===== src/reg_file.sv =====
// ====================
// 32 x 32 general register file.
// two combinational reads, one write, r0 fixed at zero.
// ====================

`timescale 1ns/10ps

module reg_file (
    input  logic        clk_i,
    input  logic        arst_n_i,
    input  logic [4:0]  raddr0_i,
    input  logic [4:0]  raddr1_i,
    output logic [31:0] rdata0_o,
    output logic [31:0] rdata1_o,
    input  logic        we_i,
    input  logic [4:0]  waddr_i,
    input  logic [31:0] wdata_i
);

    logic [31:0] regs [31:1];

    always_ff @(posedge clk_i or negedge arst_n_i) begin
        if (!arst_n_i) begin
            for (int i = 1; i < 32; i++) begin
                regs[i] <= '0;
            end
        end else if (we_i && (waddr_i != 5'd0)) begin
            regs[waddr_i] <= wdata_i;
        end
    end

    assign rdata0_o = (raddr0_i == 5'd0) ? 32'd0 : regs[raddr0_i];
    assign rdata1_o = (raddr1_i == 5'd0) ? 32'd0 : regs[raddr1_i];

endmodule


===== config.mk =====
export PLATFORM = sky130hd
export DESIGN_NAME = reg_file
export DESIGN_NICKNAME = d
export VERILOG_FILES = /design/src/reg_file.sv
export SDC_FILE = /design/constraint.sdc
export NUM_CORES = 2
export LEC_CHECK = 0
export BUFFER_PORTS_ARGS = -buffer_cell sky130_fd_sc_hd__clkbuf_2
export CORE_MARGIN = 2
export CORE_UTILIZATION = 50
export CTS_BUF_LIST = sky130_fd_sc_hd__clkbuf_16
export CTS_CLUSTER_DIAMETER = 50
export CTS_CLUSTER_SIZE = 30
export DETAILED_ROUTE_END_ITERATION = 12
export HOLD_SLACK_MARGIN = 0.02
export PLACE_DENSITY = 0.72
export SYNTH_ARGS = -nofsm -noshare
export SYNTH_HDL_FRONTEND = slang
export SYNTH_SLANG_ARGS = --single-unit

===== constraint.sdc =====
create_clock -name clk_i -period 4.4 [get_ports clk_i]
set_input_delay 0.44 -clock clk_i [delete_from_list [all_inputs] [get_ports clk_i]]
set_output_delay 0.44 -clock clk_i [all_outputs]
set_load 0.01 [all_outputs]

# After elaboration in Yosys (flattened, before gate mapping)
# Index checks and enable logic that the tools add are counted.
[word_totals]
ff_bits = 992
latchBits = 0
ramBits = 0
romBits = 0
input_bits = 50
out_inout_bits = 64
mem_count = 0
[classes]
n_addsub = 0
n_mul = 0
n_div = 0
magnitude_cmp = 4
eq_ne = 0
n_shift = 0
n_mux = 9
bitwise_logic = 0
n_reduce_logical = 5
[ops]
columns = ["op", "n"]
rows = [
  ["$bwmux 992", 1],
  ["$bmux 32 s5", 2],
  ["$demux 32 s5", 1],
  ["$mux 32", 5],
  ["$lt 5x6->1 const B", 3],
  ["$logic_not 5->1", 2],
  ["$ge 5x1->1 const B", 1],
  ["$reduce_bool 5->1", 1],
  ["$logic_and 1x1->1", 2],
]

# Longest topological paths before layout
[depth]
ltp_word = 5
ltp_mapped = 9
depth_no_buf = 4

# Least setup slack after synthesis
# No wires, ideal clock.
[synth_timing]
kind = "input port to output port"
startpoint = "in raddr0_i[0]"
endpoint = "out rdata0_o[23]"
arrival_ps = 1993
path_slack_ps = 1967
stages = 7
n_path_buf = 3
cell_sequence = "buf_2 > buf_2 > buf_2 > mux4_2 > a22oi_1 > nand4_1 > o31a_1"
[synth_between]
elab_chain_cells = 3
word_cells_on_any_way = 4
[synth_rtl]
columns = ["item", "line_no", "source"]
rows = [
  ["start, declared", "11", "input logic [4:0] raddr0_i,"],
  ["$bmux 32 s5", "32", "assign rdata0_o = (raddr0_i == 5'd0) ? 32'd0 : regs[raddr0_i];"],
  ["$mux 32 (implied by the code)", "32", ""],
  ["$mux 32 *", "32", ""],
  ["end, declared", "13", "output logic [31:0] rdata0_o,"],
]
# Mark *: on every way between the ends. The rest lies on a longest branch, timed or not. The select of a mux whose other input is x is not followed.

# Worst setup path after layout
[layout_timing]
startpoint = "in raddr1_i[0]"
endpoint = "out rdata1_o[9]"
[layout_between]
elab_chain_cells = 3
word_cells_on_any_way = 4
[layout_rtl]
columns = ["item", "line_no", "source"]
rows = [
  ["start, declared", "12", "input logic [4:0] raddr1_i,"],
  ["$bmux 32 s5", "33", "assign rdata1_o = (raddr1_i == 5'd0) ? 32'd0 : regs[raddr1_i];"],
  ["$mux 32 (implied by the code)", "33", ""],
  ["$mux 32 *", "33", ""],
  ["end, declared", "14", "output logic [31:0] rdata1_o,"],
]
# Marks and branches as above.

==> impl_metrics.py <==
metrics = {
    "power": {
        "switchingPower_uw": 8026,
        "p_per_area_nw_per_um2": 473.7,
        "clkPwrFrac_pct": 36.9,
        "combPwrFrac_pct": 19.7,
        "ir_worst_vdd_mv": 0.3303,
        "seqPwrFrac_pct": 43.3,
        "sw_frac_of_total_pct": 28.36,
        "p_leak_uw": 0.02625,
        "p_int_uw": 20280,
    },
    "grt": {
        "first_global_vias": 36260,
        "grtUsageTotal_pct": 30.16,
        "grt_max_degree": 141,
        "antenna_found_initial": 6,
        "busiest_layer": "met2",
        "grt.met1_usage_pct": 42.45,
        "grt-ovfl-total": 0,
        "grt.met3_usage_pct": 6.504,
        "grt.met2_usage_pct": 46.11,
        "grt_pass1_wl_microns": 243500,
    },
    "finish": {
        "top_register": "regs",
        "syn_to_final_growth_pct": 11.83,
        "nets": 3690,
        "final_common_cell": "mux2_2",
        "drive_gt1_share_pct": 50.49,
        "top_regs": "regs (992)",
        "fillerInstances": 8300,
        "largest_register_ff_count": 992,
        "mostFrequentLayoutCells": "mux2_2, dfrtp_1, mux4_2",
    },
    "sta": {
        "worst_pin_slew_ps": 1239,
        "finalSetupViolCount": 0,
        "hold_viol_final": 0,
        "min_period_over_period_pct": 78.31,
        "skew_ps": 0,
        "rsz0062_at_grt": "no",
        "tns_ps": 0,
        "slew-limit-headroom_pct": 17.39,
        "finalMaxSlewViolations": 0,
        "fmax_mhz": 290.2,
        "holdWs_ps": 282.3,
        "fin_crit_ps": 3446,
    },
    "floorplan": {
        "die_area_sq_um": 109500,
        "rows": 119,
        "die_w_microns": 330.9,
        "io_pins": 114,
        "dieHeight_microns": 330.9,
        "start_util_pct": 50.61,
        "core_sq_um": 105600,
    },
    "synthesis": {
        "syn_avg_cell_area_sq_um": 14.48,
        "synthTopCellsByArea": "dfrtp_1, mux2_2, mux4_2",
        "ys_types": 40,
        "ys.flop_type": "dfrtp_1",
        "synth-async-reset-ratio_pct": 100.0,
        "yosysTopAreaCell": "dfrtp_1",
        "synth_fp_nets": 3741,
        "yosysTopAreaCellShare_pct": 46.46,
        "yosys_register_bits": 992,
        "synth_edf_count": 0,
        "syn_area_sq_um": 53430,
        "ys_seq_area_share_pct": 46.46,
        "yosysWarningCount": 0,
        "synthCells": 3691,
    },
    "route": {
        "wirelength_microns": 163200,
        "drc": 0,
        "via_count": 35160,
        "dr.first_iter.drc_count": 3595,
        "dr.pass1.iters": 6,
        "ant_nets": 0,
        "routed_via_density": 6.850,
        "wire_per_inst_microns": 31.79,
    },
    "worst_setup_path": {
        "path_class": "input pin to output port",
        "path_delay_family": "buffers and inverters",
        "reg2reg_depth": 1,
        "critPathBufInv": 3,
        "slowest_delay_ps": 720,
        "rrSetupSlack_ps": 3570,
        "arrival_ps": 3010,
        "rr_startpoint": "regs[744]$_DFFE_PN0P_",
        "crit_slowest_cell": "a2111oi_0",
        "crit_chain": "buf_8, buf_4, nand2b_1, o22ai_1, a2111oi_0, a211oi_1, clkbuf_2",
        "cp-end-kind": "output port",
        "regToRegEndpoint": "regs[744]$_DFFE_PN0P_",
        "worst-path-max-fanout": 54,
        "required_ps": 3960,
        "worstSetupStartpointType": "input pin",
    },
    "outcome": {
        "outcome": "completed",
    },
    "clock_network": {
        "numCtsBuffers": 115,
        "cts-htree-levels": 3,
        "clock_path_buffers": 3,
        "path_clk_slew_ps": 60,
        "clock_latency_ps": 700,
        "cts_resized": 0,
        "cts_root_buf": "clkbuf_16",
        "clock-sinks": 992,
        "cts_tree": "done",
    },
    "placed_design": {
        "gp_congestion": 0.8210,
        "portBuffers": 113,
        "hpwl_microns": 95090,
    },
    "job": {
        "cap_violations": 0,
    },
    "min_path": {
        "hold_class": "input pin to asynchronous set/reset pin",
    },
}
==> synth_stat cells, drive strengths merged (16+ instances only) <==
cell type	instances
mux2	1061
dfrtp	992
mux4	354
mux2i	317
buf	219
clkbuf	180
a22oi	114
nor2b	48
nand3	43
nand2	41
nor3	35
o31a	33
a221oi	32
and3	32
nand2b	31
a221o	24
nor2	24
o211ai	19
o22a	17
a21oi	16
==> through the flow <==
step | std cells | total power, uW | utilization [%] | cell area (sq um) | setup WS [ps]
6_report | 5133 | 28300 | 56.60 | 59750 | 954.2
5_1_grt | 5132 | 29420 | 56.60 | 59750 | 695.9
4_1_cts | 5132 | 28370 | 56.60 | 59750 | 1005
3_5_place_dp | 4913 | 17920 | 52.62 | 55550 | 1003
3_3_place_gp | 4913 | 17670 | 52.62 | 55550 | 1020
2_1_floorplan | 3691 | 16170 | - | 53430 | 1967
==> repair_timing <==
action | in CTS | in global routing
buffers inserted | 0 | 0
hold endpoints to repair | 47 | 0
hold buffers | 1 | 0
==> metal layers <==
metal | wire (microns) | vias up
li1 | - | 14140
met1 | 66780 | 18930
met2 | 75090 | 1676
met3 | 14500 | 402
met4 | 6614 | 10
met5 | 189 | -
==> area by class of cell <==
class / count / area [sq um] / area share [%]
multi-input cells: 2298 / 27060 / 45.29
flip-flops and latches: 992 / 24820 / 41.55
clock buffers: 117 / 2928 / 4.900
repair buffers: 231 / 1928 / 3.227
well taps: 1391 / 1740 / 2.913
clock inverters: 101 / 1259 / 2.107
inverters: 2 / 7.507 / 0.01256
diodes: 1 / 2.502 / 0.004188
==> worst max path at each step <==
stage                           start           end  depth (start not counted)
after global placement    raddr1_i[0]   rdata1_o[9]                          7
after detailed placement  raddr1_i[0]   rdata1_o[9]                          7
final                     raddr1_i[0]   rdata1_o[9]                          7
after CTS                 raddr1_i[0]   rdata1_o[9]                          7
after global routing      raddr1_i[0]   rdata1_o[9]                          7
after floorplan           raddr0_i[0]  rdata0_o[23]                          7
==> power by group through the flow <==
stage / combinational (uW) / clock (uW) / sequential (uW)
6_report: 5590 / 10500 / 12300
5_1_grt: 5990 / 11000 / 12500
4_1_cts: 5600 / 10600 / 12200
3_5_place_dp: 5570 / 0 / 12400
2_1_floorplan: 4290 / 0 / 11900
3_3_place_gp: 5430 / 0 / 12200
==> kinds of logic after synthesis <==
logic type	share of synthesized area (%)
compound gates	4.210
buf+inv	3.255
flops	46.46
mux	43.22
simple gates	2.852
No activity file was read; power rests on OpenSTA's default activity.
