<file path="src/exec_pkg.sv">
// ====================
// shared types for the integer execute stage.
// ALU, operand and FSM enums, the decode, request and result structs,
// and the LoongArch opcode fields matched by the decoder.
// ====================

package exec_pkg;

    typedef enum logic [3:0] {
        ALU_NONE, ALU_ADD, ALU_SUB, ALU_SLT, ALU_AND, ALU_OR, ALU_XOR, ALU_NOR,
        ALU_SL, ALU_SR, ALU_MUL, ALU_MULH, ALU_DIV, ALU_MOD, ALU_LUI
    } alu_type_e;

    typedef enum logic [2:0] {
        OPD_REG, OPD_IMM_U5, OPD_IMM_S12, OPD_IMM_U12, OPD_IMM_S20
    } opd_type_e;

    typedef enum logic [1:0] {
        ST_IDLE, ST_RUN, ST_STALL
    } issue_state_e;

    typedef struct packed {
        alu_type_e   alu_type;
        opd_type_e   opd_type;
        logic        opd_unsigned;  // unsigned compare, shift, multiply or divide.
        logic [25:0] inst25_0;      // raw immediate bits.
        logic [4:0]  rj;
        logic [4:0]  rk;
        logic [4:0]  rd;
        logic        wb_en;
    } decode_info_t;

    typedef struct packed {
        logic [31:0] inst;
        logic [31:0] pc;
    } inst_req_t;

    typedef struct packed {
        logic [31:0] pc;
        logic [4:0]  rd;
        logic [31:0] value;
    } exe_res_t;

    // ==================== 3R and shift-immediate forms, inst[31:15].
    localparam logic [16:0] OP_ADD_W   = 17'h00020;
    localparam logic [16:0] OP_SUB_W   = 17'h00022;
    localparam logic [16:0] OP_SLT     = 17'h00024;
    localparam logic [16:0] OP_SLTU    = 17'h00025;
    localparam logic [16:0] OP_NOR     = 17'h00028;
    localparam logic [16:0] OP_AND     = 17'h00029;
    localparam logic [16:0] OP_OR      = 17'h0002a;
    localparam logic [16:0] OP_XOR     = 17'h0002b;
    localparam logic [16:0] OP_SLL_W   = 17'h0002e;
    localparam logic [16:0] OP_SRL_W   = 17'h0002f;
    localparam logic [16:0] OP_SRA_W   = 17'h00030;
    localparam logic [16:0] OP_MUL_W   = 17'h00038;
    localparam logic [16:0] OP_MULH_W  = 17'h00039;
    localparam logic [16:0] OP_MULH_WU = 17'h0003a;
    localparam logic [16:0] OP_DIV_W   = 17'h00040;
    localparam logic [16:0] OP_MOD_W   = 17'h00041;
    localparam logic [16:0] OP_DIV_WU  = 17'h00042;
    localparam logic [16:0] OP_MOD_WU  = 17'h00043;
    localparam logic [16:0] OP_SLLI_W  = 17'h00081;
    localparam logic [16:0] OP_SRLI_W  = 17'h00089;
    localparam logic [16:0] OP_SRAI_W  = 17'h00091;

    // ==================== 2RI12 forms, inst[31:22].
    localparam logic [9:0] OP_SLTI    = 10'h008;
    localparam logic [9:0] OP_SLTUI   = 10'h009;
    localparam logic [9:0] OP_ADDI_W  = 10'h00a;
    localparam logic [9:0] OP_ANDI    = 10'h00d;
    localparam logic [9:0] OP_ORI     = 10'h00e;
    localparam logic [9:0] OP_XORI    = 10'h00f;

    // ==================== 1RI20 forms, inst[31:25].
    localparam logic [6:0] OP_LU12I_W   = 7'h0a;
    localparam logic [6:0] OP_PCADDU12I = 7'h0e;

endpackage
</file>
<file path="src/issue_fsm.sv">
// ====================
// issue FSM.
// pops the buffer head, launches the result and writes it back.
// ====================

`timescale 1ns/10ps

module issue_fsm import exec_pkg::*; (
    input  logic         clk_i,
    input  logic         arst_n_i,
    input  logic         empty_i,
    input  logic         avail_i,
    input  decode_info_t decode_info_i,
    input  logic [31:0]  pc_i,
    input  logic [31:0]  alu_res_i,
    output logic         pop_o,
    output logic         take_o,
    output logic         we_o,
    output exe_res_t     res_o,
    output logic         res_valid_o
);

    issue_state_e state_q, state_d;
    logic         issue;

    assign issue  = !empty_i && avail_i;
    assign pop_o  = issue;
    assign take_o = issue;
    assign we_o   = issue && decode_info_i.wb_en && (decode_info_i.rd != 5'd0);

    always_comb begin
        if (empty_i) state_d = ST_IDLE;
        else if (avail_i) state_d = ST_RUN;
        else state_d = ST_STALL;  // head held until a credit returns.
    end

    always_ff @(posedge clk_i or negedge arst_n_i) begin
        if (!arst_n_i) begin
            state_q     <= ST_IDLE;
            res_valid_o <= 1'b0;
        end else begin
            state_q     <= state_d;
            res_valid_o <= issue;
        end
    end

    always_ff @(posedge clk_i) begin
        if (issue) res_o <= '{pc: pc_i, rd: decode_info_i.rd, value: alu_res_i};
    end

    // a stalled head stays in place for the next cycle.
    a_stall_holds_head: assert property (@(posedge clk_i) disable iff (!arst_n_i)
        (state_q == ST_STALL) |-> (!empty_i && $stable(pc_i)));

endmodule

</file>
<file path="config.mk">
export PLATFORM = sky130hd
export DESIGN_NAME = issue_fsm
export DESIGN_NICKNAME = d
export VERILOG_FILES = /design/src/exec_pkg.sv /design/src/issue_fsm.sv
export SDC_FILE = /design/constraint.sdc
export NUM_CORES = 1
export LEC_CHECK = 0
export ABC_AREA = 1
export BUFFER_PORTS_ARGS = -buffer_cell sky130_fd_sc_hd__buf_2
export CORE_MARGIN = 3
export CORE_UTILIZATION = 33
export CTS_CLUSTER_DIAMETER = 30
export DETAILED_ROUTE_END_ITERATION = 10
export GPL_TIMING_DRIVEN = 0
export HOLD_SLACK_MARGIN = 0.08
export PLACE_DENSITY = 0.74
export SETUP_SLACK_MARGIN = 0.4
export SKIP_LAST_GASP = 1
export SYNTH_ARGS = -nofsm -noshare
export SYNTH_HDL_FRONTEND = slang
export SYNTH_SLANG_ARGS = --single-unit
</file>
<file path="constraint.sdc">
create_clock -name clk_i -period 3.5 [get_ports clk_i]
set_input_delay 0.875 -clock clk_i [delete_from_list [all_inputs] [get_ports clk_i]]
set_output_delay 0.875 -clock clk_i [all_outputs]
set_load 0.02 [all_outputs]
</file>
# Word-level counts from Yosys, hierarchy flattened
# Index checks and enable logic that the tools add are counted.
# classes
eq_ne,0
n_mul,0
shift,0
mux,0
reduce_logical,5
bitwise,0
n_addsub,0
n_div,0
n_lt_le_gt_ge,0
# ops
op,n
$reduce_bool 5->1,1
$logic_and 1x1->1,3
$logic_not 1->1,1
# totals
output_inout_bits,73
mem_bits_ro,0
inputBits,118
register_bits,70
latchBits,0
mem_bits_rw,0
n_memories,0

# Depth between registers and ports, before layout
# depth
ltp_word,4
depth_mapped,5
mapped_depth_nobuf,5

# Worst setup path before layout
# No wires, ideal clock.
# synth_path
path_type,input -> output
from,input empty_i
to,output take_o
cell_stages,4
arrival_ns,2.813
setup_slack_ns,-0.188
required_ns,2.625
path_cell_list,inv_1 nand2_2 inv_1 buf_4
# synth_via
elab_chain_cells,2
# synth_rtl
element,line,text
"start, declared",issue_fsm.sv:11,"input logic empty_i,"
$logic_not 1->1,issue_fsm.sv:26,assign issue = !empty_i && avail_i;
$logic_and 1x1->1,issue_fsm.sv:26,
"end, declared",issue_fsm.sv:17,"output logic take_o,"
# Every way passes these cells.

# Worst setup path after layout
# Same ends and word-level chain as after synthesis.

==> metrics <==
status=complete, no violations; Synth area leaders=edfxtp_1 (96%), dfrtp_1 (1.2%), inv_1 (0.87%), buf_4 (0.35%), nor2_1 (0.35%); fillers=480; Tot GR Track Use=13.83%; Max transition margin=45.49%; CP Cell Sequence=buf_2 > inv_16 > nand2_8 > clkinvlp_4 > buf_6 > buf_2; most frequent cell on the critical path=buf_2; leakage=1.398 nW; Sequential Area=about 2100 sq um; Fin. Hold Viols=0; Max Slew Vio Count=0; Syn Inst Count=a little over 80; RSZ-0062 raised after global routing=false; Setup-failing EPs final=0; maximum buffer depth of the clock tree=2; routed vias=about 1400; mapped cell area=2152 sq um; number of synthesized register bits=70; fmax=around 0.35 GHz; core area=6131 sq um; DRT Pass-1 Iters=3; Worst Setup End Kind=primary output; aggregate global routing overflow=0; Root Driver=clkbuf_8; Crit path required time=2620 ps; Die Ht=roughly 87 microns; vias in the first global route=approximately 1500; startpoint type of the worst setup path=input port; Yosys top cell by area=edfxtp_1; worst stage delay on the critical path=about 370 ps; # rows=28; Pwr per Cell Area=roughly 580 nW/um^2; max cap viols=0; Post-DRT Antenna Nets=0; Syn. warnings=0; Reg clk slew, reported paths=roughly 80 ps; drc violations=0; initial antenna violation count=0; Synthesized Nets=200; fraction of layout cells with a size suffix above 1=between 60 and 70%; Avg Inst Size Synth=26.24 sq um; Combinational Power Share=10.2%; Final nets=359; cell-internal power=1.459 mW; Crit Path Max Fanout=18; VDD IR max=0.0003073 V; worst-margin pin slew=between 800 and 900 ps; CTS Buf Count=9; H-tree levels=3; area of the multi-input gates=42.54 sq um; port bufs=roughly 150; CTS Hold Buffers Added=0; Starting Density=35.10%; Syn-to-layout area delta=50.99%; Yosys top cell area share=a little over nine tenths; Post-Place Cell Area=between 3000 and 4000 sq um; GP Congestion=between 0.7 and 0.8; final wirelength=roughly 5.0 mm; delay-heaviest family, CP=buffers and inverters; drt initial violations=57; switching share of total power=between 20% and 30%; Tcrit/Tclk final=81.16%; n_diodes=0; Hold Crit Class=in -> async; P_sw=0.4398 mW; CP bufs+invs=5; Vias per Instance=4.227; post-synth cell types=9; WL/cell=~15 microns; largest net degree at the start of global routing=37; first-pass GRT wire length=~7.4 mm; Core Util, Final=around 53%; Die Width=just under 90 microns; kind of critical path=in -> out; CP arrival=between 1500 and 2000 ps; TritonCTS Sinks=70; CTS tree=yes; final instance area=about 3200 sq um; sequential fraction of the synthesis area=between 90 and 100%; Clk pwr share=37.4%; Flop pwr share=a little over half; DP Wirelength=roughly 3.5 mm; post-CTS sizing=0; total die area=7526 sq um; post-CTS setup buffers=0; I/O pin count=between 150 and 200; Crit-path slowest cell=clkinvlp_4; fin crit period=2841 ps
==> final cells by class <==
type / count / area share (%)
timing repair buffer: 146 / 22.49
multi-input combinational: 6 / 1.309
clock buffer: 10 / 3.928
inverter: 5 / 1.194
timing repair inverter: 2 / 0.3851
buffer: 1 / 0.3466
sequential: 70 / 64.54
clock inverter: 6 / 2.926
tap: 75 / 2.888
==> path summary, 6_finish.rpt <==
check,from,end,cells after the start
max in group asynchronous,arst_n_i,res_valid_o,1
setup / recovery,empty_i,take_o,6
min in group clk_i,alu_res_i[24],res_o[24],1
hold / removal,arst_n_i,res_valid_o,1
==> power by group through the flow <==
stage	Sequential (mW)	Clock, mW	Combinational [mW]
2_1_floorplan	1.09	0	0.0205
3_3_place_gp	1.01	0	0.192
3_5_place_dp	1.02	0	0.194
4_1_cts	0.996	0.735	0.197
5_1_grt	1.00	0.766	0.208
6_report	0.995	0.710	0.193
==> layout by cell type, fill, tap and decap left out <==
cell        instances
nand2_8             1
edfxtp_1           69
inv_16              1
nor2_1              2
clkinvlp_4          2
clkbuf_1            1
inv_1               3
clkinvlp_2          1
clkinv_4            3
bufinv_16           2
nand2_1             1
nand3_1             1
dfrtp_1             1
buf_2             146
buf_6               1
clkbuf_8            9
nor2_2              1
inv_6               1
==> per-layer routing <==
metal | global-route usage, % | vias up | wire, microns
li1 | - | 634 | -
met1 | 13.38 | 615 | 1595
met2 | 22.18 | 94 | 2472
met3 | 8.460 | 14 | 744
met4 | 8.640 | 0 | 142
met5 | 0 | - | 0
==> cells by family after synthesis <==
| logic type | Yosys count | share of synthesized area (%) |
|---|---|---|
| buf+inv | 6 | 1.221 |
| flops | 70 | 97.44 |
| simple gates | 6 | 1.337 |
==> state kept, by name, summed over array words and instances (netlist names) <==
signal / count
res_o: 69
res_valid_o: 1
==> per-stage QoR <==
step	setup slack [ps]	power, mW	cells	setup TNS [ps]	hold slack (ps)
detailed placement	-356.1	1.210	303	-618.0	651.2
global placement	-262.9	1.204	303	-432.8	650.3
finish	659.5	1.899	321	0	290.2
CTS	599.7	1.929	321	0	271.7
global route	574.3	1.975	321	0	261.5
floorplan	327.1	1.110	82	0	579.4
==> cells in the mapped netlist <==
library cell  instances
edfxtp_1             69
inv_1                 5
nor2_1                2
buf_4                 1
dfrtp_1               1
nand2_1               1
nand2_2               1
nand3_1               1
nor2_2                1
Note: power is estimated with default switching activity, not from simulation.
