[config.mk]
export PLATFORM = sky130hd
export DESIGN_NAME = inst_decoder
export DESIGN_NICKNAME = d
export VERILOG_FILES = /design/src/exec_pkg.sv /design/src/inst_decoder.sv
export SDC_FILE = /design/constraint.sdc
export NUM_CORES = 1
export LEC_CHECK = 0
export BUFFER_PORTS_ARGS = -buffer_cell sky130_fd_sc_hd__clkbuf_2
export CORE_MARGIN = 2
export CORE_UTILIZATION = 30
export DETAILED_ROUTE_END_ITERATION = 8
export PLACE_DENSITY = 0.67
export SYNTH_ARGS = -nofsm -noshare
export SYNTH_HDL_FRONTEND = slang
export SYNTH_SLANG_ARGS = --single-unit
export TNS_END_PERCENT = 100
[constraint.sdc]
create_clock -name vclk -period 3.8
set_input_delay 0.38 -clock vclk [all_inputs]
set_output_delay 0.38 -clock vclk [all_outputs]
set_load 0.01 [all_outputs]
[src/exec_pkg.sv]
// ====================
// shared types for the integer execute stage.
// ALU, operand and FSM enums, the decode, request and result structs,
// and the LoongArch opcode fields matched by the decoder.
// ====================

package exec_pkg;

    typedef enum logic [3:0] {
        ALU_NONE, ALU_ADD, ALU_SUB, ALU_SLT, ALU_AND, ALU_OR, ALU_XOR, ALU_NOR,
        ALU_SL, ALU_SR, ALU_MUL, ALU_MULH, ALU_DIV, ALU_MOD, ALU_LUI
    } alu_type_e;

    typedef enum logic [2:0] {
        OPD_REG, OPD_IMM_U5, OPD_IMM_S12, OPD_IMM_U12, OPD_IMM_S20
    } opd_type_e;

    typedef enum logic [1:0] {
        ST_IDLE, ST_RUN, ST_STALL
    } issue_state_e;

    typedef struct packed {
        alu_type_e   alu_type;
        opd_type_e   opd_type;
        logic        opd_unsigned;  // unsigned compare, shift, multiply or divide.
        logic [25:0] inst25_0;      // raw immediate bits.
        logic [4:0]  rj;
        logic [4:0]  rk;
        logic [4:0]  rd;
        logic        wb_en;
    } decode_info_t;

    typedef struct packed {
        logic [31:0] inst;
        logic [31:0] pc;
    } inst_req_t;

    typedef struct packed {
        logic [31:0] pc;
        logic [4:0]  rd;
        logic [31:0] value;
    } exe_res_t;

    // ==================== 3R and shift-immediate forms, inst[31:15].
    localparam logic [16:0] OP_ADD_W   = 17'h00020;
    localparam logic [16:0] OP_SUB_W   = 17'h00022;
    localparam logic [16:0] OP_SLT     = 17'h00024;
    localparam logic [16:0] OP_SLTU    = 17'h00025;
    localparam logic [16:0] OP_NOR     = 17'h00028;
    localparam logic [16:0] OP_AND     = 17'h00029;
    localparam logic [16:0] OP_OR      = 17'h0002a;
    localparam logic [16:0] OP_XOR     = 17'h0002b;
    localparam logic [16:0] OP_SLL_W   = 17'h0002e;
    localparam logic [16:0] OP_SRL_W   = 17'h0002f;
    localparam logic [16:0] OP_SRA_W   = 17'h00030;
    localparam logic [16:0] OP_MUL_W   = 17'h00038;
    localparam logic [16:0] OP_MULH_W  = 17'h00039;
    localparam logic [16:0] OP_MULH_WU = 17'h0003a;
    localparam logic [16:0] OP_DIV_W   = 17'h00040;
    localparam logic [16:0] OP_MOD_W   = 17'h00041;
    localparam logic [16:0] OP_DIV_WU  = 17'h00042;
    localparam logic [16:0] OP_MOD_WU  = 17'h00043;
    localparam logic [16:0] OP_SLLI_W  = 17'h00081;
    localparam logic [16:0] OP_SRLI_W  = 17'h00089;
    localparam logic [16:0] OP_SRAI_W  = 17'h00091;

    // ==================== 2RI12 forms, inst[31:22].
    localparam logic [9:0] OP_SLTI    = 10'h008;
    localparam logic [9:0] OP_SLTUI   = 10'h009;
    localparam logic [9:0] OP_ADDI_W  = 10'h00a;
    localparam logic [9:0] OP_ANDI    = 10'h00d;
    localparam logic [9:0] OP_ORI     = 10'h00e;
    localparam logic [9:0] OP_XORI    = 10'h00f;

    // ==================== 1RI20 forms, inst[31:25].
    localparam logic [6:0] OP_LU12I_W   = 7'h0a;
    localparam logic [6:0] OP_PCADDU12I = 7'h0e;

endpackage
[src/inst_decoder.sv]
// ====================
// LoongArch decoder for the integer subset.
// ====================

`timescale 1ns/10ps

module inst_decoder import exec_pkg::*; (
    input  logic [31:0]  inst_i,
    output decode_info_t decode_info_o
);

    alu_type_e alu_type;
    opd_type_e opd_type;
    logic      opd_unsigned;

    always_comb begin
        alu_type     = ALU_NONE;
        opd_type     = OPD_REG;
        opd_unsigned = 1'b0;

        case (inst_i[31:15])
            OP_ADD_W:  alu_type = ALU_ADD;
            OP_SUB_W:  alu_type = ALU_SUB;
            OP_SLT:    alu_type = ALU_SLT;
            OP_SLTU: begin
                alu_type     = ALU_SLT;
                opd_unsigned = 1'b1;
            end
            OP_NOR:    alu_type = ALU_NOR;
            OP_AND:    alu_type = ALU_AND;
            OP_OR:     alu_type = ALU_OR;
            OP_XOR:    alu_type = ALU_XOR;
            OP_SLL_W:  alu_type = ALU_SL;
            OP_SRL_W: begin
                alu_type     = ALU_SR;
                opd_unsigned = 1'b1;
            end
            OP_SRA_W:  alu_type = ALU_SR;
            OP_MUL_W:  alu_type = ALU_MUL;
            OP_MULH_W: alu_type = ALU_MULH;
            OP_MULH_WU: begin
                alu_type     = ALU_MULH;
                opd_unsigned = 1'b1;
            end
            OP_DIV_W:  alu_type = ALU_DIV;
            OP_MOD_W:  alu_type = ALU_MOD;
            OP_DIV_WU: begin
                alu_type     = ALU_DIV;
                opd_unsigned = 1'b1;
            end
            OP_MOD_WU: begin
                alu_type     = ALU_MOD;
                opd_unsigned = 1'b1;
            end
            OP_SLLI_W: begin
                alu_type = ALU_SL;
                opd_type = OPD_IMM_U5;
            end
            OP_SRLI_W: begin
                alu_type     = ALU_SR;
                opd_type     = OPD_IMM_U5;
                opd_unsigned = 1'b1;
            end
            OP_SRAI_W: begin
                alu_type = ALU_SR;
                opd_type = OPD_IMM_U5;
            end
            default: ;
        endcase

        // opcode groups do not overlap, so later matches never override.
        case (inst_i[31:22])
            OP_SLTI: begin
                alu_type = ALU_SLT;
                opd_type = OPD_IMM_S12;
            end
            OP_SLTUI: begin
                alu_type     = ALU_SLT;
                opd_type     = OPD_IMM_S12;  // sign extended, compared unsigned.
                opd_unsigned = 1'b1;
            end
            OP_ADDI_W: begin
                alu_type = ALU_ADD;
                opd_type = OPD_IMM_S12;
            end
            OP_ANDI: begin
                alu_type = ALU_AND;
                opd_type = OPD_IMM_U12;
            end
            OP_ORI: begin
                alu_type = ALU_OR;
                opd_type = OPD_IMM_U12;
            end
            OP_XORI: begin
                alu_type = ALU_XOR;
                opd_type = OPD_IMM_U12;
            end
            default: ;
        endcase

        case (inst_i[31:25])
            OP_LU12I_W: begin
                alu_type = ALU_LUI;
                opd_type = OPD_IMM_S20;
            end
            OP_PCADDU12I: begin
                alu_type = ALU_ADD;
                opd_type = OPD_IMM_S20;  // pc replaces rj in the ALU.
            end
            default: ;
        endcase
    end

    assign decode_info_o.alu_type     = alu_type;
    assign decode_info_o.opd_type     = opd_type;
    assign decode_info_o.opd_unsigned = opd_unsigned;
    assign decode_info_o.inst25_0     = inst_i[25:0];
    assign decode_info_o.rj           = inst_i[9:5];
    assign decode_info_o.rk           = inst_i[14:10];
    assign decode_info_o.rd           = inst_i[4:0];
    assign decode_info_o.wb_en        = (alu_type != ALU_NONE);  // unknown words write nothing.

endmodule

=== Yosys cells after proc, flatten, opt, wreduce, memory -nomap -nowiden ===
Cells that the tools add are included.

* Register bits: 0
* Output and inout port bits: 50
* Input bits: 32

* Reductions and logical operators: 13
* Equal/unequal tests: 29
* Mux-type cells: 8

{| class="wikitable"
|+ Operator list
! kind !! count
|-
| 17-bit by 6-bit == test with 1-bit output (second input constant) || 14
|-
| 17-bit by 7-bit == test with 1-bit output (second input constant) || 4
|-
| 10-bit by 4-bit == test with 1-bit output (second input constant) || 6
|-
| 4-bit case mux with 13 select lines || 1
|-
| 17-bit by 8-bit == test with 1-bit output (second input constant) || 3
|-
| 4-bit case mux with 5 select lines || 1
|-
| 7-bit by 4-bit == test with 1-bit output (second input constant) || 2
|-
| 2-bit OR reduction || 7
|-
| 3-bit OR reduction || 3
|-
| 4-bit case mux with 2 select lines || 1
|-
| 3-bit case mux with 2 select lines || 1
|-
| 6-bit OR reduction || 1
|-
| 4-bit nonzero test || 1
|-
| 4-bit OR reduction || 1
|-
| 1-bit 2-to-1 mux || 3
|-
| 3-bit 2-to-1 mux || 1
|}

=== Longest topological paths before layout ===
* Depth in word-level cells: 6
* Depth in mapped cells: 7
* Gate-level depth less buffers: 6

=== Least setup slack after synthesis ===
Ideal clock, no wire load.

* Kind: input to output
* From: in inst_i[25]
* To: out decode_info_o[0] (netlist bit)
* Cell stages on the path: 5
* Buffers on the path: 1
* Slack: 1.397 ns
* Arrival: 2.023 ns
* Data required time: 3.420 ns
* Path through: or4_1 -> or3_1 -> buf_6 -> o41ai_4 -> or4_1

{| class="wikitable"
|+ RTL lines
! element !! line !! source
|-
| start: declaration || inst_decoder.sv:8 || <nowiki>input logic [31:0] inst_i,</nowiki>
|-
| end: declaration || inst_decoder.sv:9 || <nowiki>output decode_info_t decode_info_o</nowiki>
|}

==> results.toml <==
[global_route]
grt_pass1_vias = 707
grt_max_degree = 14
grt_pass1_wl_mm = 3.06
overflow = 0
grt_use_total = 0.104
antenna_found_initial = 0

[cells_and_area]
fin_util = 0.265
final.clkbuf_count = 0
drive_gt1_frac = 0.342
fin_nets = 154
antenna_cells = 0
instances_no_fill = 153
regArea_um2 = 0
area_growth_pct = -13.6
seq_cells = 0
fillerInstances = 328
multi_input_area_um2 = 558

[synthesis]
netlist_area_um2 = 912
synth_xor_area_frac = 0.00960
synth_nets = 164
synth_compound_area_frac = 0.244
synthTopCellsByArea = "buf_4 (35%), nor2b_1 (5.5%), nand2b_1 (4.1%)"
yosys.area_share.simple = 0.347
synth_top_family_by_area = "buffers and inverters"
yosysTopAreaCellShare = 0.346
synthAdderAreaFrac = 0
ys_seq_area_frac = 0
yosysWarnings = 0
synth_most_common_cell = "buf_4"
yosys.area.top_type = "buf_4"
synth.distinct_cells = 45
synth.avg_cell_area_um2 = 6.91
synth.mux.area_fraction = 0.0110
synthCells = 132
yosys-top-cells-count = "buf_4 (42), nor2b_1 (8), a21oi_1 (7), nor2_1 (7), nand2b_1 (6)"

[routing]
drc = 0
final_antenna_net_count = 0
avgViaCountPerCell = 5.60
first_pass_iters = 4
first_iter_violations = 52
wl_mm = 1.95
vias = 857
wire_per_inst_um = 12.7

[placed_design]
port_buffers = 37
place_congestion = 0.858
dpl.hpwl_mm = 1.62
placedCellCount = 153

[run]
maxCapViolCount = 0

[clock_tree]
cts_hold_buf = 0
ctsResizeCount = 0
post_cts_buffers = 0

[floorplanning]
placementRows = 20
die-area_um2 = 3500
fp.coreArea_um2 = 2980
start_util = 0.306
fp.dieW_um = 59.1
ioPinCount = 82
die_height_um = 59.1

[worst_setup_path]
worstSetupPathType = "input pin to output port"
worstPathMaxFanout = 13
start_kind = "input pin"
critPathArrivalTime_ps = 2260
crit_required_ps = 3420
critPathCaptureType = "output port"

[sta]
fin_setup_tns_ps = 0
grt_setup_unrepaired = "false"
slew_violations = 0
worst_pin_slew_ps = 341
finalSetupViolCount = 0
layout_min_cycle_time_ps = 2640
period_share = 0.695
final_hold_viol_count = 0
fmax_mhz = 379
slew_headroom = 0.770

[run_status]
status = "completed"

[power]
p_per_area_nw_per_um2 = 73.4
total_power_uw = 57.8
ir_drop_mv = 0.0237
leakagePower_nw = 0.371

[hold_path]
hold_class = "input pin to output port"
==> critical path: stages <==
cell,delay [ps]
clkbuf_2,180
nand2b_1,220
or4b_1,530
o311a_1,350
nor3b_1,150
o21ai_0,190
or2_2,140
clkbuf_2,120
==> cells in the final DEF (no fill, tap or decap), types with 2 or more instances in the layout <==
cell type / count
a21oi_1: 7
clkbuf_2: 37
nand2_1: 3
nand2b_1: 6
nand3_1: 2
nor2_1: 7
nor2b_1: 8
nor3_1: 2
nor3b_1: 3
nor4_1: 2
nor4b_1: 3
o21ai_0: 4
or2_2: 2
or3_1: 4
or4_1: 3
==> final timing paths <==
| check | cells after the start | slack [ps] | startpoint | endpoint |
|---|---|---|---|---|
| worst max-delay path | 8 | 1160 | inst_i[22] | decode_info_o[49] |
| worst min-delay path | 0 | 760 | inst_i[6] | decode_info_o[12] |
==> layer usage <==
metal | track usage | wire (µm) | vias to the layer above
li1 | - | - | 418
met1 | 0.123 | 801 | 404
met2 | 0.194 | 993 | 33
met3 | 0.0197 | 130 | 2
met4 | 0.0195 | 19 | 0
met5 | 0 | 0 | -
==> cell families after synthesis <==
group | count (synthesis)
AOI/OAI and AO/OA | 29
xor gates and xnor gates | 1
buffers and inverters | 50
muxes | 1
and+or+nand+nor | 51
==> where the power goes <==
group | internal [mW] | total (mW) | leakage (nW) | switching, mW
clock network | 0 | 0 | 0 | 0
registers | 0 | 0 | 0 | 0
logic | 0.0230 | 0.0578 | 0.371 | 0.0348
total | 0.0230 | 0.0578 | 0.371 | 0.0348
==> area by class of cell <==
class                           instances  area share
Timing Repair Buffer                   37       0.235
Multi-Input combinational cell         82       0.708
Tap cell                               33      0.0524
Inverter                                1     0.00476
==> stage by stage <==
step | worst slack [ps] | hold WS [ps] | cell area (µm²)
global route | 1080 | 760 | 788
finish | 1160 | 760 | 788
CTS | 1160 | 760 | 788
floorplan | 1400 | 852 | 912
detailed placement | 1170 | 760 | 788
global placement | 1150 | 760 | 788
Power figures use the tool's default switching activity.
