===== config.mk =====
export PLATFORM = sky130hd
export DESIGN_NAME = inst_buffer
export DESIGN_NICKNAME = d
export VERILOG_FILES = /design/src/exec_pkg.sv /design/src/inst_buffer.sv
export SDC_FILE = /design/constraint.sdc
export NUM_CORES = 1
export LEC_CHECK = 0
export ABC_AREA = 0
export BUFFER_PORTS_ARGS = -buffer_cell sky130_fd_sc_hd__buf_2
export CAP_MARGIN = 40
export CORE_UTILIZATION = 45
export CTS_BUF_LIST = sky130_fd_sc_hd__clkbuf_4
export DETAILED_ROUTE_END_ITERATION = 7
export PLACE_DENSITY = 0.69
export SLEW_MARGIN = 20
export SYNTH_ARGS = -nofsm -noshare
export SYNTH_HDL_FRONTEND = slang
export SYNTH_SLANG_ARGS = --single-unit

===== constraint.sdc =====
create_clock -name clk_i -period 2.7 [get_ports clk_i]
set_input_delay 0.135 -clock clk_i [delete_from_list [all_inputs] [get_ports clk_i]]
set_output_delay 0.135 -clock clk_i [all_outputs]
set_load 0.1 [all_outputs]

===== src/exec_pkg.sv =====
// ====================
// shared types for the integer execute stage.
// ALU, operand and FSM enums, the decode, request and result structs,
// and the LoongArch opcode fields matched by the decoder.
// ====================

package exec_pkg;

    typedef enum logic [3:0] {
        ALU_NONE, ALU_ADD, ALU_SUB, ALU_SLT, ALU_AND, ALU_OR, ALU_XOR, ALU_NOR,
        ALU_SL, ALU_SR, ALU_MUL, ALU_MULH, ALU_DIV, ALU_MOD, ALU_LUI
    } alu_type_e;

    typedef enum logic [2:0] {
        OPD_REG, OPD_IMM_U5, OPD_IMM_S12, OPD_IMM_U12, OPD_IMM_S20
    } opd_type_e;

    typedef enum logic [1:0] {
        ST_IDLE, ST_RUN, ST_STALL
    } issue_state_e;

    typedef struct packed {
        alu_type_e   alu_type;
        opd_type_e   opd_type;
        logic        opd_unsigned;  // unsigned compare, shift, multiply or divide.
        logic [25:0] inst25_0;      // raw immediate bits.
        logic [4:0]  rj;
        logic [4:0]  rk;
        logic [4:0]  rd;
        logic        wb_en;
    } decode_info_t;

    typedef struct packed {
        logic [31:0] inst;
        logic [31:0] pc;
    } inst_req_t;

    typedef struct packed {
        logic [31:0] pc;
        logic [4:0]  rd;
        logic [31:0] value;
    } exe_res_t;

    // ==================== 3R and shift-immediate forms, inst[31:15].
    localparam logic [16:0] OP_ADD_W   = 17'h00020;
    localparam logic [16:0] OP_SUB_W   = 17'h00022;
    localparam logic [16:0] OP_SLT     = 17'h00024;
    localparam logic [16:0] OP_SLTU    = 17'h00025;
    localparam logic [16:0] OP_NOR     = 17'h00028;
    localparam logic [16:0] OP_AND     = 17'h00029;
    localparam logic [16:0] OP_OR      = 17'h0002a;
    localparam logic [16:0] OP_XOR     = 17'h0002b;
    localparam logic [16:0] OP_SLL_W   = 17'h0002e;
    localparam logic [16:0] OP_SRL_W   = 17'h0002f;
    localparam logic [16:0] OP_SRA_W   = 17'h00030;
    localparam logic [16:0] OP_MUL_W   = 17'h00038;
    localparam logic [16:0] OP_MULH_W  = 17'h00039;
    localparam logic [16:0] OP_MULH_WU = 17'h0003a;
    localparam logic [16:0] OP_DIV_W   = 17'h00040;
    localparam logic [16:0] OP_MOD_W   = 17'h00041;
    localparam logic [16:0] OP_DIV_WU  = 17'h00042;
    localparam logic [16:0] OP_MOD_WU  = 17'h00043;
    localparam logic [16:0] OP_SLLI_W  = 17'h00081;
    localparam logic [16:0] OP_SRLI_W  = 17'h00089;
    localparam logic [16:0] OP_SRAI_W  = 17'h00091;

    // ==================== 2RI12 forms, inst[31:22].
    localparam logic [9:0] OP_SLTI    = 10'h008;
    localparam logic [9:0] OP_SLTUI   = 10'h009;
    localparam logic [9:0] OP_ADDI_W  = 10'h00a;
    localparam logic [9:0] OP_ANDI    = 10'h00d;
    localparam logic [9:0] OP_ORI     = 10'h00e;
    localparam logic [9:0] OP_XORI    = 10'h00f;

    // ==================== 1RI20 forms, inst[31:25].
    localparam logic [6:0] OP_LU12I_W   = 7'h0a;
    localparam logic [6:0] OP_PCADDU12I = 7'h0e;

endpackage

===== src/inst_buffer.sv =====
// ====================
// instruction request FIFO.
// circular buffer with one upstream credit returned per pop.
// ====================

`timescale 1ns/10ps

module inst_buffer import exec_pkg::*; #(
    parameter int BUF_DEPTH = 4
) (
    input  logic      clk_i,
    input  logic      arst_n_i,
    input  logic      inst_valid_i,
    input  inst_req_t inst_req_i,
    input  logic      pop_i,
    output inst_req_t head_o,
    output logic      empty_o,
    output logic      inst_credit_o
);

    localparam int AW = $clog2(BUF_DEPTH);

    inst_req_t       mem [BUF_DEPTH];
    logic [AW-1:0]   wr_ptr_q, rd_ptr_q;
    logic [AW:0]     count_q;
    logic            full;

    assign full    = (count_q == (AW+1)'(BUF_DEPTH));
    assign empty_o = (count_q == '0);
    assign head_o  = mem[rd_ptr_q];

    always_ff @(posedge clk_i) begin
        if (inst_valid_i) begin
            mem[wr_ptr_q] <= inst_req_i;
        end
    end

    always_ff @(posedge clk_i or negedge arst_n_i) begin
        if (!arst_n_i) begin
            wr_ptr_q      <= '0;
            rd_ptr_q      <= '0;
            count_q       <= '0;
            inst_credit_o <= 1'b0;
        end else begin
            if (inst_valid_i) wr_ptr_q <= wr_ptr_q + 1'b1;  // wraps at the power-of-two depth.
            if (pop_i) rd_ptr_q <= rd_ptr_q + 1'b1;
            case ({inst_valid_i, pop_i})
                2'b10:   count_q <= count_q + 1'b1;
                2'b01:   count_q <= count_q - 1'b1;
                default: count_q <= count_q;
            endcase
            inst_credit_o <= pop_i;  // one credit back per entry leaving.
        end
    end

    // sender credits keep the FIFO from overflowing.
    a_no_overflow: assert property (@(posedge clk_i) disable iff (!arst_n_i)
        inst_valid_i |-> !full);
    a_no_underflow: assert property (@(posedge clk_i) disable iff (!arst_n_i)
        pop_i |-> !empty_o);

endmodule


# [Yosys cells after proc, flatten, opt, wreduce, memory -nomap -nowiden]
# Memories as Yosys holds them, arrays and structs flattened.
# Index checks and enable logic that the tools add are counted.
[totals] ff_bits=8 latchBits=0 mem_bits_rw=256 romBits=0 output_inout_bits=66 word_cells=16 memories=1
[classes] addsub=4 mul=0 n_div=0 n_lt_le_gt_ge=0 n_eq_ne=2 shift=0 mux=3 bitwise_logic=0 n_reduce_logical=2
[memory_table] memory="mem" depth=4 width=64 rd=1 rd_ports_with_merged_regs=0 wr=1 line="inst_buffer.sv:23" source="inst_req_t mem [BUF_DEPTH];"
[op_table] op="case mux 3 bit (2 select lines)" count=1
[op_table] op="adder 2 x 1 -> 2 bit, second input constant" count=2
[op_table] op="adder 3 x 1 -> 3 bit, second input constant" count=1
[op_table] op="logical NOT 3 bit" count=1
[op_table] op="subtractor 3 x 1 -> 3 bit, second input constant" count=1
[op_table] op="== test 2 x 1 -> 1 bit, second input constant" count=1
[op_table] op="== test 2 bit, second input constant" count=1
[op_table] op="2-to-1 mux 1 bit" count=2
[op_table] op="nonzero test 2 bit" count=1

# [Depth between registers and ports, before layout]
# Gate-level depths: netlist of the first run.
[depth] ltp_word=2 mapped_depth=7

# [Worst setup path after synthesis of the first run]
# Ideal clock, no wire load.
[synth_timing] kind="register to output" from="register count_q[0]" to="output empty_o" arrival_time_ps=2465 required_ps=2565 path_slack_ps=100 path_stages_with_launch=2 path_buffers=0 cell_sequence="dfrtp_1 > nor3_1"
[synth_between] elab_chain_len=1
[synth_lines] element="start: declaration" line="inst_buffer.sv:25" source="logic [AW:0] count_q;"
[synth_lines] element="start signal: assignment" line="inst_buffer.sv:48" source="2'b10: count_q <= count_q + 1'b1;"
[synth_lines] element="start signal: assignment" line="inst_buffer.sv:49" source="2'b01: count_q <= count_q - 1'b1;"
[synth_lines] element="start signal: assignment" line="inst_buffer.sv:50" source="default: count_q <= count_q;"
[synth_lines] element="logical NOT 3 bit" line="inst_buffer.sv:29" source="assign empty_o = (count_q == '0);"
[synth_lines] element="end: declaration" line="inst_buffer.sv:17" source="output logic empty_o,"
# No other way between the ends.

==> results.md, run 1 <==
- Status: finished clean
- RSZ-0062 raised after global routing: no
- Most frequent cells in the layout: edfxtp_1 (256), buf_2 (133), clkbuf_4 (97), dlygate4sd3_1 (68), mux4_2 (64)
- Placement row count: 53
- Vias in the first global route: 5493
- Crit start category: flip-flop
- Clk buf depth: 3
- WP data required: 2570 ps
- GRT overflow: 0
- Nets: 716
- Pre-antenna DRT Iters: 4
- Worst-path clk slew: 60 ps
- Critical path capture point type: output pin
- Top cells by area, synth: edfxtp_1 (80%), mux4_2 (15%), dfrtp_1 (2.1%)
- Setup violators final: 0
- Net Count, Synth: 445
- Hold Fails Final Rpt: 0
- Drt total wl: 18400 µm
- Die width: 148.4 µm
- Clk Latency, worst-skew pair: 640 ps
- Setup_tns: 0 ps
- Most common cell after layout, fill and taps aside: edfxtp_1
- Core box area: 0.02102 mm²
- Crit share post-route: 93.33%
- CP arrival: 2380 ps
- Area growth, synth to finish: 28.08%
- Flops & latches, synth: 264
- Multi-input logic area: 0.001642 mm²
- Worst-case clock skew: 34.76 ps
- CTS resizes: 0
- Routed vias: 4840
- Met3 wire length: 924 µm
- Synthesized area per cell: 26.00 µm²
- Initial core utilization: 45.89%
- I/O pin count: 134
- Met2 WL post-DR: 9490 µm
- Initial drt markers: 266
- Die ar.: 0.02203 mm²
- Worst hold path type: primary input to flip-flop
- Max_cap viols: 0
- Critical path fanouts, max: 29
- Clk root buf: clkbuf_4
- Final ANT Viol Nets: 0
- Fmax: 396.8 MHz
- Area of the mapped netlist: 0.009647 mm²
- Leading area contributor after synthesis: edfxtp_1
- DRT met1 WL: 7684 µm
- Share of the synthesized area in the top cell type: 79.69%
- Ys Warns: 0
- Max-slew violations: 0
- Die height: 148.4 µm
- WL/cell: 19.07 µm
- Drt drc: 0
- Maximum level of the CTS H-tree: 3
- Synth Instances: 371
- CTS tree: yes
- Sequential cell area: 0.007895 mm²
- Via density: 5.016
- Placer Congestion: 0.7180
- Initial antenna violation count: 1
- GRT Util Overall: 17.74%
- CTS buffer count: 68
- Highest routed layer: met4
- Largest net degree at the start of global routing: 45
- Fin crit period: 2520 ps
- CTS Sinks: 264
- Global-route wire length before repair: 28800 µm
- Critical path class: flip-flop to output pin
- Share of cells above drive strength 1: 46.73%
- Tightest Pin Transition: 503.7 ps
- Post-synthesis sequential area ratio: 81.76%
- Slew HR: 66.42%
- Filler cells: 1590
- Post-synthesis cell type count: 17
- I/O Buffers: 133
- Post-DP HPWL: 10710 µm
[final cells by class]
cell class | count | area share, %
antenna | 1 | 0.02025
multi-input combinational | 87 | 13.29
tap | 275 | 2.785
clock inverter | 20 | 1.316
sequential | 264 | 63.90
clock buffer | 97 | 5.894
inverter | 6 | 0.1823
timing repair buffer | 215 | 12.62
[critical path, stage by stage, from the launching register on]
cell and delay, ps:
dfrtp_4 740, buf_4 330, mux4_2 230, buf_2 420
[timing repair]
action / 4_1_cts / 5_1_grt
hold buffers: 68 / 0
endpoints found under the setup margin: 45 / 1
buffers inserted: 1 / 3
endpoints found under the hold margin: 275 / 0
[kinds of logic after synthesis]
kind of cell	count (synthesis)	share of synthesized area [%]
muxes	64	14.94
xor gates and xnor gates	6	0.5447
adders and majority gates	6	0.8560
AOI/OAI and AO/OA	2	0.1038
and+or+nand+nor	9	0.4668
buffers and inverters	20	1.323
DFF	264	81.76
[per-stage QoR]
step / utilization (%) / hold WS, ps / area (µm²) / cells / setup WS, ps
after floorplan: - / -160.6 / 9647 / 371 / 100.5
after global placement: 51.05 / -7.046 / 10730 / 775 / 614.5
after detailed placement: 51.05 / 1.065 / 10730 / 775 / 607.3
after CTS: 58.66 / 169.5 / 12330 / 961 / 29.63
after global routing: 58.78 / 191.2 / 12360 / 965 / 58.64
final: 58.78 / 236.6 / 12360 / 965 / 180.1
[sequential cells by signal, summed over array words and instances, names as in the netlist]
name and count:
rd_ptr_q 2, inst_credit_o 1, count_q 3, mem 256
wr_ptr_q 2
[cells in the mapped netlist]
cell,number
and2_1,4
xnor2_1,2
edfxtp_1,256
buf_6,5
clkbuf_1,1
buf_2,6
fa_1,1
ha_1,5
o21ai_0,2
buf_4,2
inv_1,6
xor2_1,4
nand2_1,3
nor2_1,1
nor3_1,1
mux4_2,64
dfrtp_1,8
[metal layers]
metal	GRT usage, %	up-vias
met5	0	-
met4	8.196	0
met3	4.387	23
met2	29.32	149
met1	22.20	2490
li1	-	2178
[worst paths after layout]
check                                              from                 endpoint  slack, ps  cells past startpoint
max in group asynchronous                      arst_n_i  rd_ptr_q[0]$_DFFE_PN0P_       1870                      3
worst max-delay path            rd_ptr_q[1]$_DFFE_PN0P_               head_o[12]        180                      3
min in group asynchronous                      arst_n_i  wr_ptr_q[0]$_DFFE_PN0P_        490                      3
worst min-delay path                     inst_req_i[53]     mem[3][53]$_DFFE_PP_        240                      2
worst min register to register   count_q[2]$_DFFE_PN0P_   count_q[2]$_DFFE_PN0P_        490                      1
worst max register to register  wr_ptr_q[0]$_DFFE_PN0P_     mem[0][28]$_DFFE_PP_        890                      4
Power of run 1 is left out: the tool's default activity adds up to more than one toggle a clock period on the data nets, which glitch-free logic cannot reach.
==> run 2, diff against run 1 <==
--- a/config.mk
+++ b/config.mk
@@ -8,10 +8,12 @@
 export ABC_AREA = 0
 export BUFFER_PORTS_ARGS = -buffer_cell sky130_fd_sc_hd__buf_2
 export CAP_MARGIN = 40
+export CELL_PAD_IN_SITES_DETAIL_PLACEMENT = 1
+export CELL_PAD_IN_SITES_GLOBAL_PLACEMENT = 1
 export CORE_UTILIZATION = 45
 export CTS_BUF_LIST = sky130_fd_sc_hd__clkbuf_4
 export DETAILED_ROUTE_END_ITERATION = 7
-export PLACE_DENSITY = 0.69
+export PLACE_DENSITY = 0.76
 export SLEW_MARGIN = 20
 export SYNTH_ARGS = -nofsm -noshare
 export SYNTH_HDL_FRONTEND = slang
==> results.md, run 2 (synthesis gave the netlist of run 1 again) <==
- CTS Sinks: 264
- WL/cell: 20.84 µm
- CP arrival: 2370 ps
- GRT Util Overall: 18.69%
- Drt total wl: 20010 µm
- Share of cells above drive strength 1: 47.22%
- Max-slew violations: 0
- Clk root buf: clkbuf_4
- Via density: 5.043
- Most common cell after layout, fill and taps aside: edfxtp_1
- Initial antenna violation count: 1
- Clk Latency, worst-skew pair: 650 ps
- Multi-input logic area: 0.001642 mm²
- Number of flip-flops in the largest register: 256
- I/O Buffers: 133
- RSZ-0062 raised after global routing: no
- Hold_ws: 248.0 ps
- Setup_tns: 0 ps
- Vias in the first global route: 5480
- Global-route wire length before repair: 30040 µm
- Initial drt markers: 180
- Placement row count: 53
- Worst-case clock skew: 36.02 ps
- Die height: 148.4 µm
- Register with the most flip-flops: mem
- Final ANT Viol Nets: 0
- Nets: 715
- CTS tree: yes
- Crit start category: flip-flop
- Routed vias: 4841
- Area growth, synth to finish: 27.22%
- Final Instance Area: 0.01227 mm²
- Die ar.: 0.02203 mm²
- Worst-path clk slew: 60 ps
- Critical path capture point type: output pin
- Maximum level of the CTS H-tree: 3
- Final core occ: 58.38%
- Regs by FF count: mem x256, count_q x3
- GRT overflow: 0
- Drt drc: 0
- Critical path class: flip-flop to output pin
- Tightest Pin Transition: 513.0 ps
- CTS buffer count: 69
- Sequential cell area: 0.007895 mm²
- Slew HR: 66.04%
- I/O pin count: 134
- Clk buf depth: 3
- Initial core utilization: 45.89%
- Largest net degree at the start of global routing: 45
- Placer Congestion: 0.6713
- Status: finished clean
- WP data required: 2570 ps
- Hold Fails Final Rpt: 0
- Post-Place Cell Area: 0.01071 mm²
- Pre-antenna DRT Iters: 4
- Post-DP HPWL: 11650 µm
- Max_cap viols: 0
- Fmax: 399.8 MHz
- Crit share post-route: 92.63%
- Die width: 148.4 µm
- Most frequent cells in the layout: edfxtp_1 (256), buf_2 (133), clkbuf_4 (103), dlygate4sd3_1 (68), mux4_2 (64)
- Worst hold path type: primary input to flip-flop
- Setup violators final: 0
- Critical path fanouts, max: 38
- Core box area: 0.02102 mm²
- Filler cells: 1848
- Fin crit period: 2501 ps
==> run 2: repair_timing <==
| action | 4_1_cts | 5_1_grt |
|---|---|---|
| setup buffers | 0 | 4 |
| hold endpoints to repair | 271 | 0 |
| endpoints found under the setup margin | 0 | 38 |
| hold buffers | 68 | 0 |
| gates resized for setup | 0 | 1 |
==> run 2: layout make-up <==
cell class / instances / share of cell area [%]
multi-input combinational: 87 / 13.38
tap: 275 / 2.804
clock inverter: 11 / 0.3670
antenna: 1 / 0.02039
sequential: 264 / 64.33
inverter: 6 / 0.1835
timing repair buffer: 213 / 12.62
clock buffer: 103 / 6.300
==> run 2: metal layers <==
| layer | part of all wire (%) | vias to the layer above | track usage (%) |
|---|---|---|---|
| li1 | - | 2158 | - |
| met1 | 39 | 2509 | 21.24 |
| met2 | 54 | 148 | 33.22 |
| met3 | 4.8 | 26 | 5.307 |
| met4 | 1.6 | 0 | 7.474 |
| met5 | 0 | - | 0 |
==> run 2: worst max-delay path, stage by stage, from the launching register on <==
cell     delay [ps]
dfrtp_4         730
buf_12          300
mux4_2          260
buf_2           430
==> run 2: worst paths after layout <==
check                      cells past startpoint                      end                     from  slack, ps
setup / recovery                               3               head_o[24]  rd_ptr_q[1]$_DFFE_PN0P_        200
hold / removal                                 2     mem[2][61]$_DFFE_PP_           inst_req_i[61]        250
setup reg to reg                               4     mem[1][15]$_DFFE_PP_  wr_ptr_q[1]$_DFFE_PN0P_        900
hold reg to reg                                1   count_q[2]$_DFFE_PN0P_   count_q[2]$_DFFE_PN0P_        480
max in group asynchronous                      3  rd_ptr_q[0]$_DFFE_PN0P_                 arst_n_i       1840
min in group asynchronous                      3  wr_ptr_q[1]$_DFFE_PN0P_                 arst_n_i        530
==> run 2: per-stage QoR <==
step | std cells | setup slack [ps]
2_1_floorplan | 371 | 100.5
3_3_place_gp | 772 | 706.4
3_5_place_dp | 772 | 702.5
4_1_cts | 954 | 7.998
5_1_grt | 960 | 42.86
6_report | 960 | 198.9
Power of run 2 is left out for the same reason.
